## src/rtl/bin_pkg.sv

```systemverilog
/*
 * shared widths and constants of the tile binner
 * tile size is fixed at build time and must be a power of two
 */
package bin_pkg;

    // tile geometry in pixels
    localparam int TILE_SIZE    = 8;
    localparam int TILE_MAX_OFS = TILE_SIZE - 1;  // far corner offset inside a tile

    // signed pixel coordinate
    typedef logic signed [15:0] coord_t;

    // edge coefficients a, b and c
    typedef logic signed [15:0] coef_t;

    // e = a*x + b*y + c, two 33 bit products plus c never overflow 36 bits
    typedef logic signed [35:0] efunc_t;

    // extra tiles along one axis, so a grid is step + 1 tiles wide
    typedef logic [7:0] step_t;

    // edge number 0..2
    typedef logic [1:0] edge_idx_t;

    typedef enum logic [2:0] {
        IDLE,        // waiting for a triangle
        TEST_REJ,    // issue reject corner requests
        WAIT_REJ,    // collect reject corner signs
        TEST_ACC,    // issue accept corner requests
        WAIT_ACC,    // collect accept corner signs
        OUT_RASTER,  // partial tile, write raster queue
        OUT_SHADER,  // full tile, write shader queue
        STEP         // next tile or done
    } bin_state_t;

endpackage
```

## src/rtl/tile_binner.sv

```systemverilog
/*
 * tile binner top, one triangle at a time
 * i_valid is taken only while o_busy is low
 * each tile goes to the raster queue, the shader queue or nowhere
 */
`timescale 1ns/100ps

module tile_binner import bin_pkg::*; (
    input  logic   clk,
    input  logic   rstn,
    input  logic   i_valid,
    input  coef_t  i_e0_a,
    input  coef_t  i_e0_b,
    input  coef_t  i_e0_c,
    input  coef_t  i_e1_a,
    input  coef_t  i_e1_b,
    input  coef_t  i_e1_c,
    input  coef_t  i_e2_a,
    input  coef_t  i_e2_b,
    input  coef_t  i_e2_c,
    input  coord_t i_min_x,
    input  coord_t i_min_y,
    input  step_t  i_step_x,
    input  step_t  i_step_y,
    input  logic   i_raster_full,
    input  logic   i_shader_full,
    output coord_t o_tile_x,
    output coord_t o_tile_y,
    output logic   o_raster_wr,
    output logic   o_shader_wr,
    output logic   o_busy
);

    logic      load;       // triangle accepted
    logic      step;
    logic      last_tile;
    logic      req;
    edge_idx_t req_edge;
    logic      req_acc;
    logic      res_valid;
    logic      res_neg;

    bin_fsm bin_fsm_inst (
        .clk           (clk),
        .rstn          (rstn),
        .i_valid       (i_valid),
        .i_raster_full (i_raster_full),
        .i_shader_full (i_shader_full),
        .i_last_tile   (last_tile),
        .i_res_valid   (res_valid),
        .i_res_neg     (res_neg),
        .o_busy        (o_busy),
        .o_load        (load),
        .o_step        (step),
        .o_req         (req),
        .o_req_edge    (req_edge),
        .o_req_acc     (req_acc),
        .o_raster_wr   (o_raster_wr),
        .o_shader_wr   (o_shader_wr)
    );

    tile_walker tile_walker_inst (
        .clk      (clk),
        .rstn     (rstn),
        .i_load   (load),
        .i_step   (step),
        .i_min_x  (i_min_x),
        .i_min_y  (i_min_y),
        .i_step_x (i_step_x),
        .i_step_y (i_step_y),
        .o_tile_x (o_tile_x),
        .o_tile_y (o_tile_y),
        .o_last   (last_tile)
    );

    // evaluator reads the walker position directly
    edge_eval edge_eval_inst (
        .clk         (clk),
        .rstn        (rstn),
        .i_load      (load),
        .i_e0_a      (i_e0_a),
        .i_e0_b      (i_e0_b),
        .i_e0_c      (i_e0_c),
        .i_e1_a      (i_e1_a),
        .i_e1_b      (i_e1_b),
        .i_e1_c      (i_e1_c),
        .i_e2_a      (i_e2_a),
        .i_e2_b      (i_e2_b),
        .i_e2_c      (i_e2_c),
        .i_tile_x    (o_tile_x),
        .i_tile_y    (o_tile_y),
        .i_req       (req),
        .i_req_edge  (req_edge),
        .i_req_acc   (req_acc),
        .o_res_valid (res_valid),
        .o_res_neg   (res_neg)
    );

endmodule

```

## src/rtl/edge_eval.sv

```systemverilog
/*
 * evaluates one edge function at a tile corner, two cycle latency
 * one request per cycle, tile position must hold while requests are in flight
 * only the sign of e is returned
 */
`timescale 1ns/100ps

module edge_eval import bin_pkg::*; (
    input  logic      clk,
    input  logic      rstn,
    input  logic      i_load,
    input  coef_t     i_e0_a,
    input  coef_t     i_e0_b,
    input  coef_t     i_e0_c,
    input  coef_t     i_e1_a,
    input  coef_t     i_e1_b,
    input  coef_t     i_e1_c,
    input  coef_t     i_e2_a,
    input  coef_t     i_e2_b,
    input  coef_t     i_e2_c,
    input  coord_t    i_tile_x,
    input  coord_t    i_tile_y,
    input  logic      i_req,
    input  edge_idx_t i_req_edge,
    input  logic      i_req_acc,
    output logic      o_res_valid,
    output logic      o_res_neg
);

    coef_t  edge_a [3];
    coef_t  edge_b [3];
    coef_t  edge_c [3];
    coef_t  sel_a;
    coef_t  sel_b;
    coef_t  sel_c;
    efunc_t pos_x;        // corner position
    efunc_t pos_y;
    efunc_t prod_x;       // stage one
    efunc_t prod_y;
    efunc_t c_s1;
    logic   s1_valid;

    always_ff @(posedge clk) begin
        if (i_load) begin
            edge_a <= '{i_e0_a, i_e1_a, i_e2_a};
            edge_b <= '{i_e0_b, i_e1_b, i_e2_b};
            edge_c <= '{i_e0_c, i_e1_c, i_e2_c};
        end
    end

    always_comb begin
        case (i_req_edge)
            2'd0:    sel_a = edge_a[0];
            2'd1:    sel_a = edge_a[1];
            default: sel_a = edge_a[2];
        endcase
        case (i_req_edge)
            2'd0:    sel_b = edge_b[0];
            2'd1:    sel_b = edge_b[1];
            default: sel_b = edge_b[2];
        endcase
        case (i_req_edge)
            2'd0:    sel_c = edge_c[0];
            2'd1:    sel_c = edge_c[1];
            default: sel_c = edge_c[2];
        endcase
    end

    // reject corner takes the far offset where the coefficient is >= 0, accept the other
    assign pos_x = efunc_t'(i_tile_x)
                 + ((sel_a[15] == i_req_acc) ? efunc_t'(TILE_MAX_OFS) : efunc_t'(0));
    assign pos_y = efunc_t'(i_tile_y)
                 + ((sel_b[15] == i_req_acc) ? efunc_t'(TILE_MAX_OFS) : efunc_t'(0));

    always_ff @(posedge clk) begin
        prod_x    <= efunc_t'(sel_a) * pos_x;
        prod_y    <= efunc_t'(sel_b) * pos_y;
        c_s1      <= efunc_t'(sel_c);
        o_res_neg <= efunc_t'(prod_x + prod_y + c_s1) < 0;  // stage two
    end

    always_ff @(posedge clk or negedge rstn) begin
        if (!rstn) begin
            s1_valid    <= 1'b0;
            o_res_valid <= 1'b0;
        end else begin
            s1_valid    <= i_req;
            o_res_valid <= s1_valid;
        end
    end

endmodule

```

## src/rtl/tile_walker.sv

```systemverilog
/*
 * walks the tile grid in raster order, x first
 * o_last is combinational and valid only after a load
 */
`timescale 1ns/100ps

module tile_walker import bin_pkg::*; (
    input  logic   clk,
    input  logic   rstn,
    input  logic   i_load,
    input  logic   i_step,
    input  coord_t i_min_x,
    input  coord_t i_min_y,
    input  step_t  i_step_x,
    input  step_t  i_step_y,
    output coord_t o_tile_x,
    output coord_t o_tile_y,
    output logic   o_last
);

    coord_t org_x;        // row restart position
    step_t  step_x_r;
    step_t  step_y_r;
    step_t  col_cnt;
    step_t  row_cnt;

    assign o_last = (col_cnt == step_x_r) && (row_cnt == step_y_r);

    // grid counters
    always_ff @(posedge clk or negedge rstn) begin
        if (!rstn) begin
            col_cnt <= '0;
            row_cnt <= '0;
        end else if (i_load) begin
            col_cnt <= '0;
            row_cnt <= '0;
        end else if (i_step) begin
            if (col_cnt == step_x_r) begin  // end of row
                col_cnt <= '0;
                row_cnt <= row_cnt + 8'd1;
            end else begin
                col_cnt <= col_cnt + 8'd1;
            end
        end
    end

    // origin, limits and position
    always_ff @(posedge clk) begin
        if (i_load) begin
            org_x    <= i_min_x;
            step_x_r <= i_step_x;
            step_y_r <= i_step_y;
            o_tile_x <= i_min_x;
            o_tile_y <= i_min_y;
        end else if (i_step) begin
            if (col_cnt == step_x_r) begin
                o_tile_x <= org_x;
                o_tile_y <= o_tile_y + coord_t'(TILE_SIZE);
            end else begin
                o_tile_x <= o_tile_x + coord_t'(TILE_SIZE);
            end
        end
    end

endmodule

```

## src/rtl/bin_fsm.sv

```systemverilog
/*
 * sequences the corner tests of one tile at a time
 * expects edge results exactly two cycles after each request
 * queue writes stall without limit while the matching queue is full
 */
`timescale 1ns/100ps

module bin_fsm import bin_pkg::*; (
    input  logic      clk,
    input  logic      rstn,
    input  logic      i_valid,
    input  logic      i_raster_full,
    input  logic      i_shader_full,
    input  logic      i_last_tile,
    input  logic      i_res_valid,
    input  logic      i_res_neg,
    output logic      o_busy,
    output logic      o_load,
    output logic      o_step,
    output logic      o_req,
    output edge_idx_t o_req_edge,
    output logic      o_req_acc,
    output logic      o_raster_wr,
    output logic      o_shader_wr
);

    bin_state_t state;
    edge_idx_t  issue_cnt;  // requests issued, then results seen in WAIT
    logic       neg_flag;   // sticky, some edge negative in this phase
    logic       neg_now;

    // include the result arriving this cycle
    assign neg_now = neg_flag | (i_res_valid & i_res_neg);

    always_ff @(posedge clk or negedge rstn) begin
        if (!rstn) begin
            state     <= IDLE;
            issue_cnt <= '0;
            neg_flag  <= 1'b0;
        end else begin
            if (i_res_valid && i_res_neg) begin
                neg_flag <= 1'b1;
            end
            case (state)
                IDLE: begin
                    if (i_valid) begin
                        state     <= TEST_REJ;
                        issue_cnt <= '0;
                        neg_flag  <= 1'b0;
                    end
                end
                TEST_REJ, TEST_ACC: begin
                    if (issue_cnt == 2'd2) begin  // third request goes out now
                        state     <= (state == TEST_REJ) ? WAIT_REJ : WAIT_ACC;
                        issue_cnt <= '0;
                    end else begin
                        issue_cnt <= issue_cnt + 2'd1;
                    end
                end
                WAIT_REJ, WAIT_ACC: begin
                    // first sign already landed during TEST
                    if (i_res_valid) begin
                        if (issue_cnt == 2'd1) begin
                            issue_cnt <= '0;
                            neg_flag  <= 1'b0;
                            if (state == WAIT_REJ) begin
                                state <= neg_now ? STEP : TEST_ACC;  // reject or go on
                            end else begin
                                state <= neg_now ? OUT_RASTER : OUT_SHADER;
                            end
                        end else begin
                            issue_cnt <= issue_cnt + 2'd1;
                        end
                    end
                end
                OUT_RASTER: begin
                    if (!i_raster_full) state <= STEP;
                end
                OUT_SHADER: begin
                    if (!i_shader_full) state <= STEP;
                end
                STEP: begin
                    state <= i_last_tile ? IDLE : TEST_REJ;
                end
                default: state <= IDLE;
            endcase
        end
    end

    assign o_busy      = (state != IDLE);
    assign o_load      = (state == IDLE) && i_valid;
    assign o_step      = (state == STEP) && !i_last_tile;  // walker moves at end of STEP
    assign o_req       = (state == TEST_REJ) || (state == TEST_ACC);
    assign o_req_edge  = issue_cnt;
    assign o_req_acc   = (state == TEST_ACC);
    assign o_raster_wr = (state == OUT_RASTER) && !i_raster_full;
    assign o_shader_wr = (state == OUT_SHADER) && !i_shader_full;

endmodule

```

## config.mk

```make
export PLATFORM = sky130hd
export DESIGN_NAME = tile_binner
export DESIGN_NICKNAME = d
export VERILOG_FILES = /design/src/rtl/bin_pkg.sv /design/src/rtl/tile_binner.sv /design/src/rtl/edge_eval.sv /design/src/rtl/tile_walker.sv /design/src/rtl/bin_fsm.sv
export SDC_FILE = /design/constraint.sdc
export NUM_CORES = 2
export LEC_CHECK = 0
export ABC_AREA = 0
export BUFFER_PORTS_ARGS = -buffer_cell sky130_fd_sc_hd__buf_2
export CAP_MARGIN = 10
export CORE_UTILIZATION = 26
export DETAILED_ROUTE_END_ITERATION = 7
export GPL_ROUTABILITY_DRIVEN = 0
export PLACE_DENSITY = 0.41
export SYNTH_ARGS = -nofsm -noshare
export SYNTH_HDL_FRONTEND = slang
export SYNTH_SLANG_ARGS = --single-unit
```

## constraint.sdc

```tcl
create_clock -name clk -period 16.7 [get_ports clk]
set_input_delay 0 -clock clk [delete_from_list [all_inputs] [get_ports clk]]
set_output_delay 0 -clock clk [all_outputs]
set_load 0.02 [all_outputs]
```

==> flow_metrics.py <==
metrics = {
    "critical_path": {
        "r2r-start": "bin_fsm_inst.o_req_edge[0]",
        "worst_path_max_delay_cell": "dfrtp_4",
        "required_ns": 17.20,
        "critPathMaxStageDelay_ns": 0.81,
        "startpoint_type": "flop",
        "cp-end-kind": "flop",
        "crit_type": "reg -> reg",
        "critPathArrivalTime_ns": 10.41,
        "crit_top_cell": "inv_1",
        "crit_path_start": "bin_fsm_inst.o_req_edge[0]",
        "crit_fanout": 25,
    },
    "outcome": {
        "status": "finished, final reports clean",
    },
    "clock_network": {
        "cts_buffers": 44,
        "clock-root-buffer": "clkbuf_16",
        "cts_buffer_depth": 3,
        "ctsResizeCount": 0,
        "cts_sinks": 321,
        "cts.clk_slew.worst_paths_ns": 0.06,
        "cts_post_setup_buffers_inserted": 0,
        "clk_latency_ns": 0.63,
        "cts_hold_buf": 203,
        "cts_tree": "yes",
        "htreeDepth": 2,
    },
    "detailed_routing": {
        "via_per_inst": 4.337,
        "vias": 24420,
        "met3_length_um": 5458,
        "wl_met2_um": 45120,
        "highest_layer": "met5",
        "ant_nets": 0,
        "drt_pass1_iterations": 5,
        "dr.first_iter.drc_count": 1308,
        "drc": 0,
        "wl_per_cell_um": 18.04,
        "routed_wl_um": 101500,
        "drt-met1-wl_um": 49160,
    },
    "grt": {
        "grt_pass1_vias": 26720,
        "antenna_found_initial": 6,
        "grt_start_max_net_pins": 122,
        "track_usage_pct": 15.53,
        "globalRoute.totalOverflow": 0,
        "grt_pass1_wl_um": 159800,
    },
    "worst_hold_path": {
        "holdCritStartpoint": "i_step_y[6]",
        "min_path_type": "in -> reg",
    },
    "logic_synthesis": {
        "syn_avg_cell_area_sq_um": 10.21,
        "async_flop_share_pct": 7.477,
        "syn-instance-count": 3377,
        "ys_seq_area_share_pct": 25.01,
        "synth_top_area_share_pct": 35.40,
        "synth_cell_types": 62,
        "yosysWarningCount": 0,
        "synth_nets": 4400,
        "synthTopCellsByArea": "fa_1, edfxtp_1, ha_1, inv_1, dfxtp_1",
        "synth-edff-count": 208,
        "synth-seq-cells": 321,
        "synthFlopType": "edfxtp_1",
        "yosysTopAreaCell": "fa_1",
        "netlist_area_sq_um": 34490,
    },
    "sta": {
        "setup_slack_ns": 6.792,
        "setup_viol": 0,
        "fin_crit_sh_pct": 59.33,
        "tightest_slew_ns": 1.098,
        "hold_viol_final": 0,
        "fmaxAchievable_ghz": 0.1009,
        "rsz0062_at_grt": "no",
        "clock_skew_ns": 0.04887,
        "relSlewSlack_pct": 26.81,
        "setup_tns_ns": 0,
        "slew_viol_final": 0,
        "post-route-min-period_ns": 9.908,
    },
    "floorplanning": {
        "die-width_um": 366.2,
        "dieArea_sq_um": 134100,
        "fp.coreArea_sq_um": 131600,
        "die_y_um": 366.2,
        "io_pins": 232,
        "initial_core_util_pct": 26.21,
        "rows": 133,
    },
    "place": {
        "io_buffer_count": 231,
        "post-place-ws_ns": 6.702,
        "dp_hpwl_um": 82680,
    },
    "cells_and_area": {
        "fillers": 13690,
        "drive_above_1_share_pct": 10.89,
        "utilization_pct": 31.69,
        "area_delta_synth_final_pct": 20.93,
        "final_nets": 4861,
    },
    "job": {
        "maxCapViolCount": 0,
    },
}
## cell usage in the layout (no fill, tap or decap), types with 6 or more instances in the layout
cell / n
inv_1: 637
fa_1: 610
nand2_1: 386
nor2_1: 318
buf_2: 231
ha_1: 216
edfxtp_1: 208
dlygate4sd3_1: 202
a21oi_1: 103
o21ai_0: 102
xnor2_1: 101
dfxtp_1: 88
buf_4: 74
xor2_1: 63
and2_1: 56
mux2i_1: 53
clkbuf_16: 44
a21o_1: 40
nand3_1: 38
o21a_1: 23
dfrtp_1: 22
nand4_1: 21
nor2b_1: 20
nor3_1: 20
and3_1: 16
o21bai_1: 12
clkinv_2: 12
o21ai_1: 11
xnor2_2: 9
nand2b_1: 9
a211oi_1: 8
or2_2: 7
a31oi_1: 7
bufinv_16: 7
and4_1: 6
## final timing paths
path,end,slack (ns),cells past startpoint
max,edge_eval_inst.prod_x[32],6.79,35
min,tile_walker_inst.step_y_r[6],0.07,2
max reg2reg,edge_eval_inst.prod_x[32],6.79,35
min reg2reg,edge_eval_inst.o_res_valid,0.35,0
max in group asynchronous,tile_walker_inst.col_cnt[0],16.12,4
min in group asynchronous,bin_fsm_inst.o_req_edge[1],0.41,4
## cell type report
cell class                      instances  area [sq um]  area share [%]
Clock inverter                         35         426.7           1.023
Tap cell                             1755          2196           5.264
Multi-Input combinational cell       2325         23180           55.58
Timing Repair Buffer                  508          3754           8.998
Clock buffer                           47          1112           2.667
Inverter                              638          2402           5.759
Antenna cell                            1         2.502        0.005999
Sequential cell                       321          8637           20.71
## metrics by stage
stage | hold WS, ns | cells | area (sq um)
6_report | 0.07233 | 5630 | 41710
3_3_place_gp | 0.05434 | 5344 | 38130
4_1_cts | 0.01268 | 5629 | 41710
5_1_grt | 0.03823 | 5629 | 41710
2_1_floorplan | -0.2956 | 3377 | 34490
3_5_place_dp | 0.04757 | 5344 | 38130
## cell families after synthesis
logic type | Yosys count | share of synthesized area [%]
xor gates and xnor gates | 176 | 4.621
DFF | 321 | 25.01
and+or+nand+nor | 914 | 11.35
adders and majority gates | 826 | 43.24
muxes | 55 | 1.603
AOI/OAI and AO/OA | 354 | 6.206
buffers and inverters | 731 | 7.969
## sequential cells by signal, summed over array words and instances (netlist names)
name / count
tile_walker_inst.o_tile_x: 16
edge_eval_inst.edge_b: 48
bin_fsm_inst.neg_flag: 1
edge_eval_inst.edge_c: 48
tile_walker_inst.org_x: 16
edge_eval_inst.s1_valid: 1
tile_walker_inst.step_y_r: 8
tile_walker_inst.step_x_r: 8
edge_eval_inst.prod_x: 36
tile_walker_inst.row_cnt: 8
bin_fsm_inst.state: 3
bin_fsm_inst.o_req_edge: 2
tile_walker_inst.col_cnt: 8
edge_eval_inst.o_res_valid: 1
edge_eval_inst.prod_y: 36
tile_walker_inst.o_tile_y: 16
edge_eval_inst.c_s1: 16
edge_eval_inst.o_res_neg: 1
edge_eval_inst.edge_a: 48
## cells in the mapped netlist (all sizes together) (6+ instances only)
| cell | count |
|---|---|
| a211oi | 8 |
| a21o | 40 |
| a21oi | 109 |
| a31oi | 7 |
| and2 | 56 |
| and3 | 16 |
| and4 | 6 |
| buf | 13 |
| clkbuf | 80 |
| dfrtp | 24 |
| dfxtp | 89 |
| edfxtp | 208 |
| fa | 610 |
| ha | 216 |
| inv | 638 |
| mux2i | 53 |
| nand2 | 386 |
| nand2b | 9 |
| nand3 | 38 |
| nand4 | 21 |
| nor2 | 319 |
| nor2b | 20 |
| nor3 | 21 |
| o21a | 23 |
| o21ai | 118 |
| o21bai | 12 |
| or2 | 7 |
| xnor2 | 110 |
| xor2 | 66 |
## per-layer routing
metal | vias to the layer above | track usage (%)
li1 | 11460 | -
met1 | 12300 | 22.21
met2 | 560 | 24.41
met3 | 96 | 2.888
met4 | 2 | 3.017
met5 | - | 0
## critical path: cells and delay by family, from the launching register on
kind / cells / cell delay (ns)
fa+ha+maj: 8 / 3.54
compound gates: 8 / 2.60
simple gates: 7 / 0.94
xor+xnor: 3 / 0.92
flops: 1 / 0.81
buf+inv: 8 / 0.67
mux: 1 / 0.25
Power is left out: the tool's default activity adds up to more than one toggle a clock period on the data nets, which glitch-free logic cannot reach.
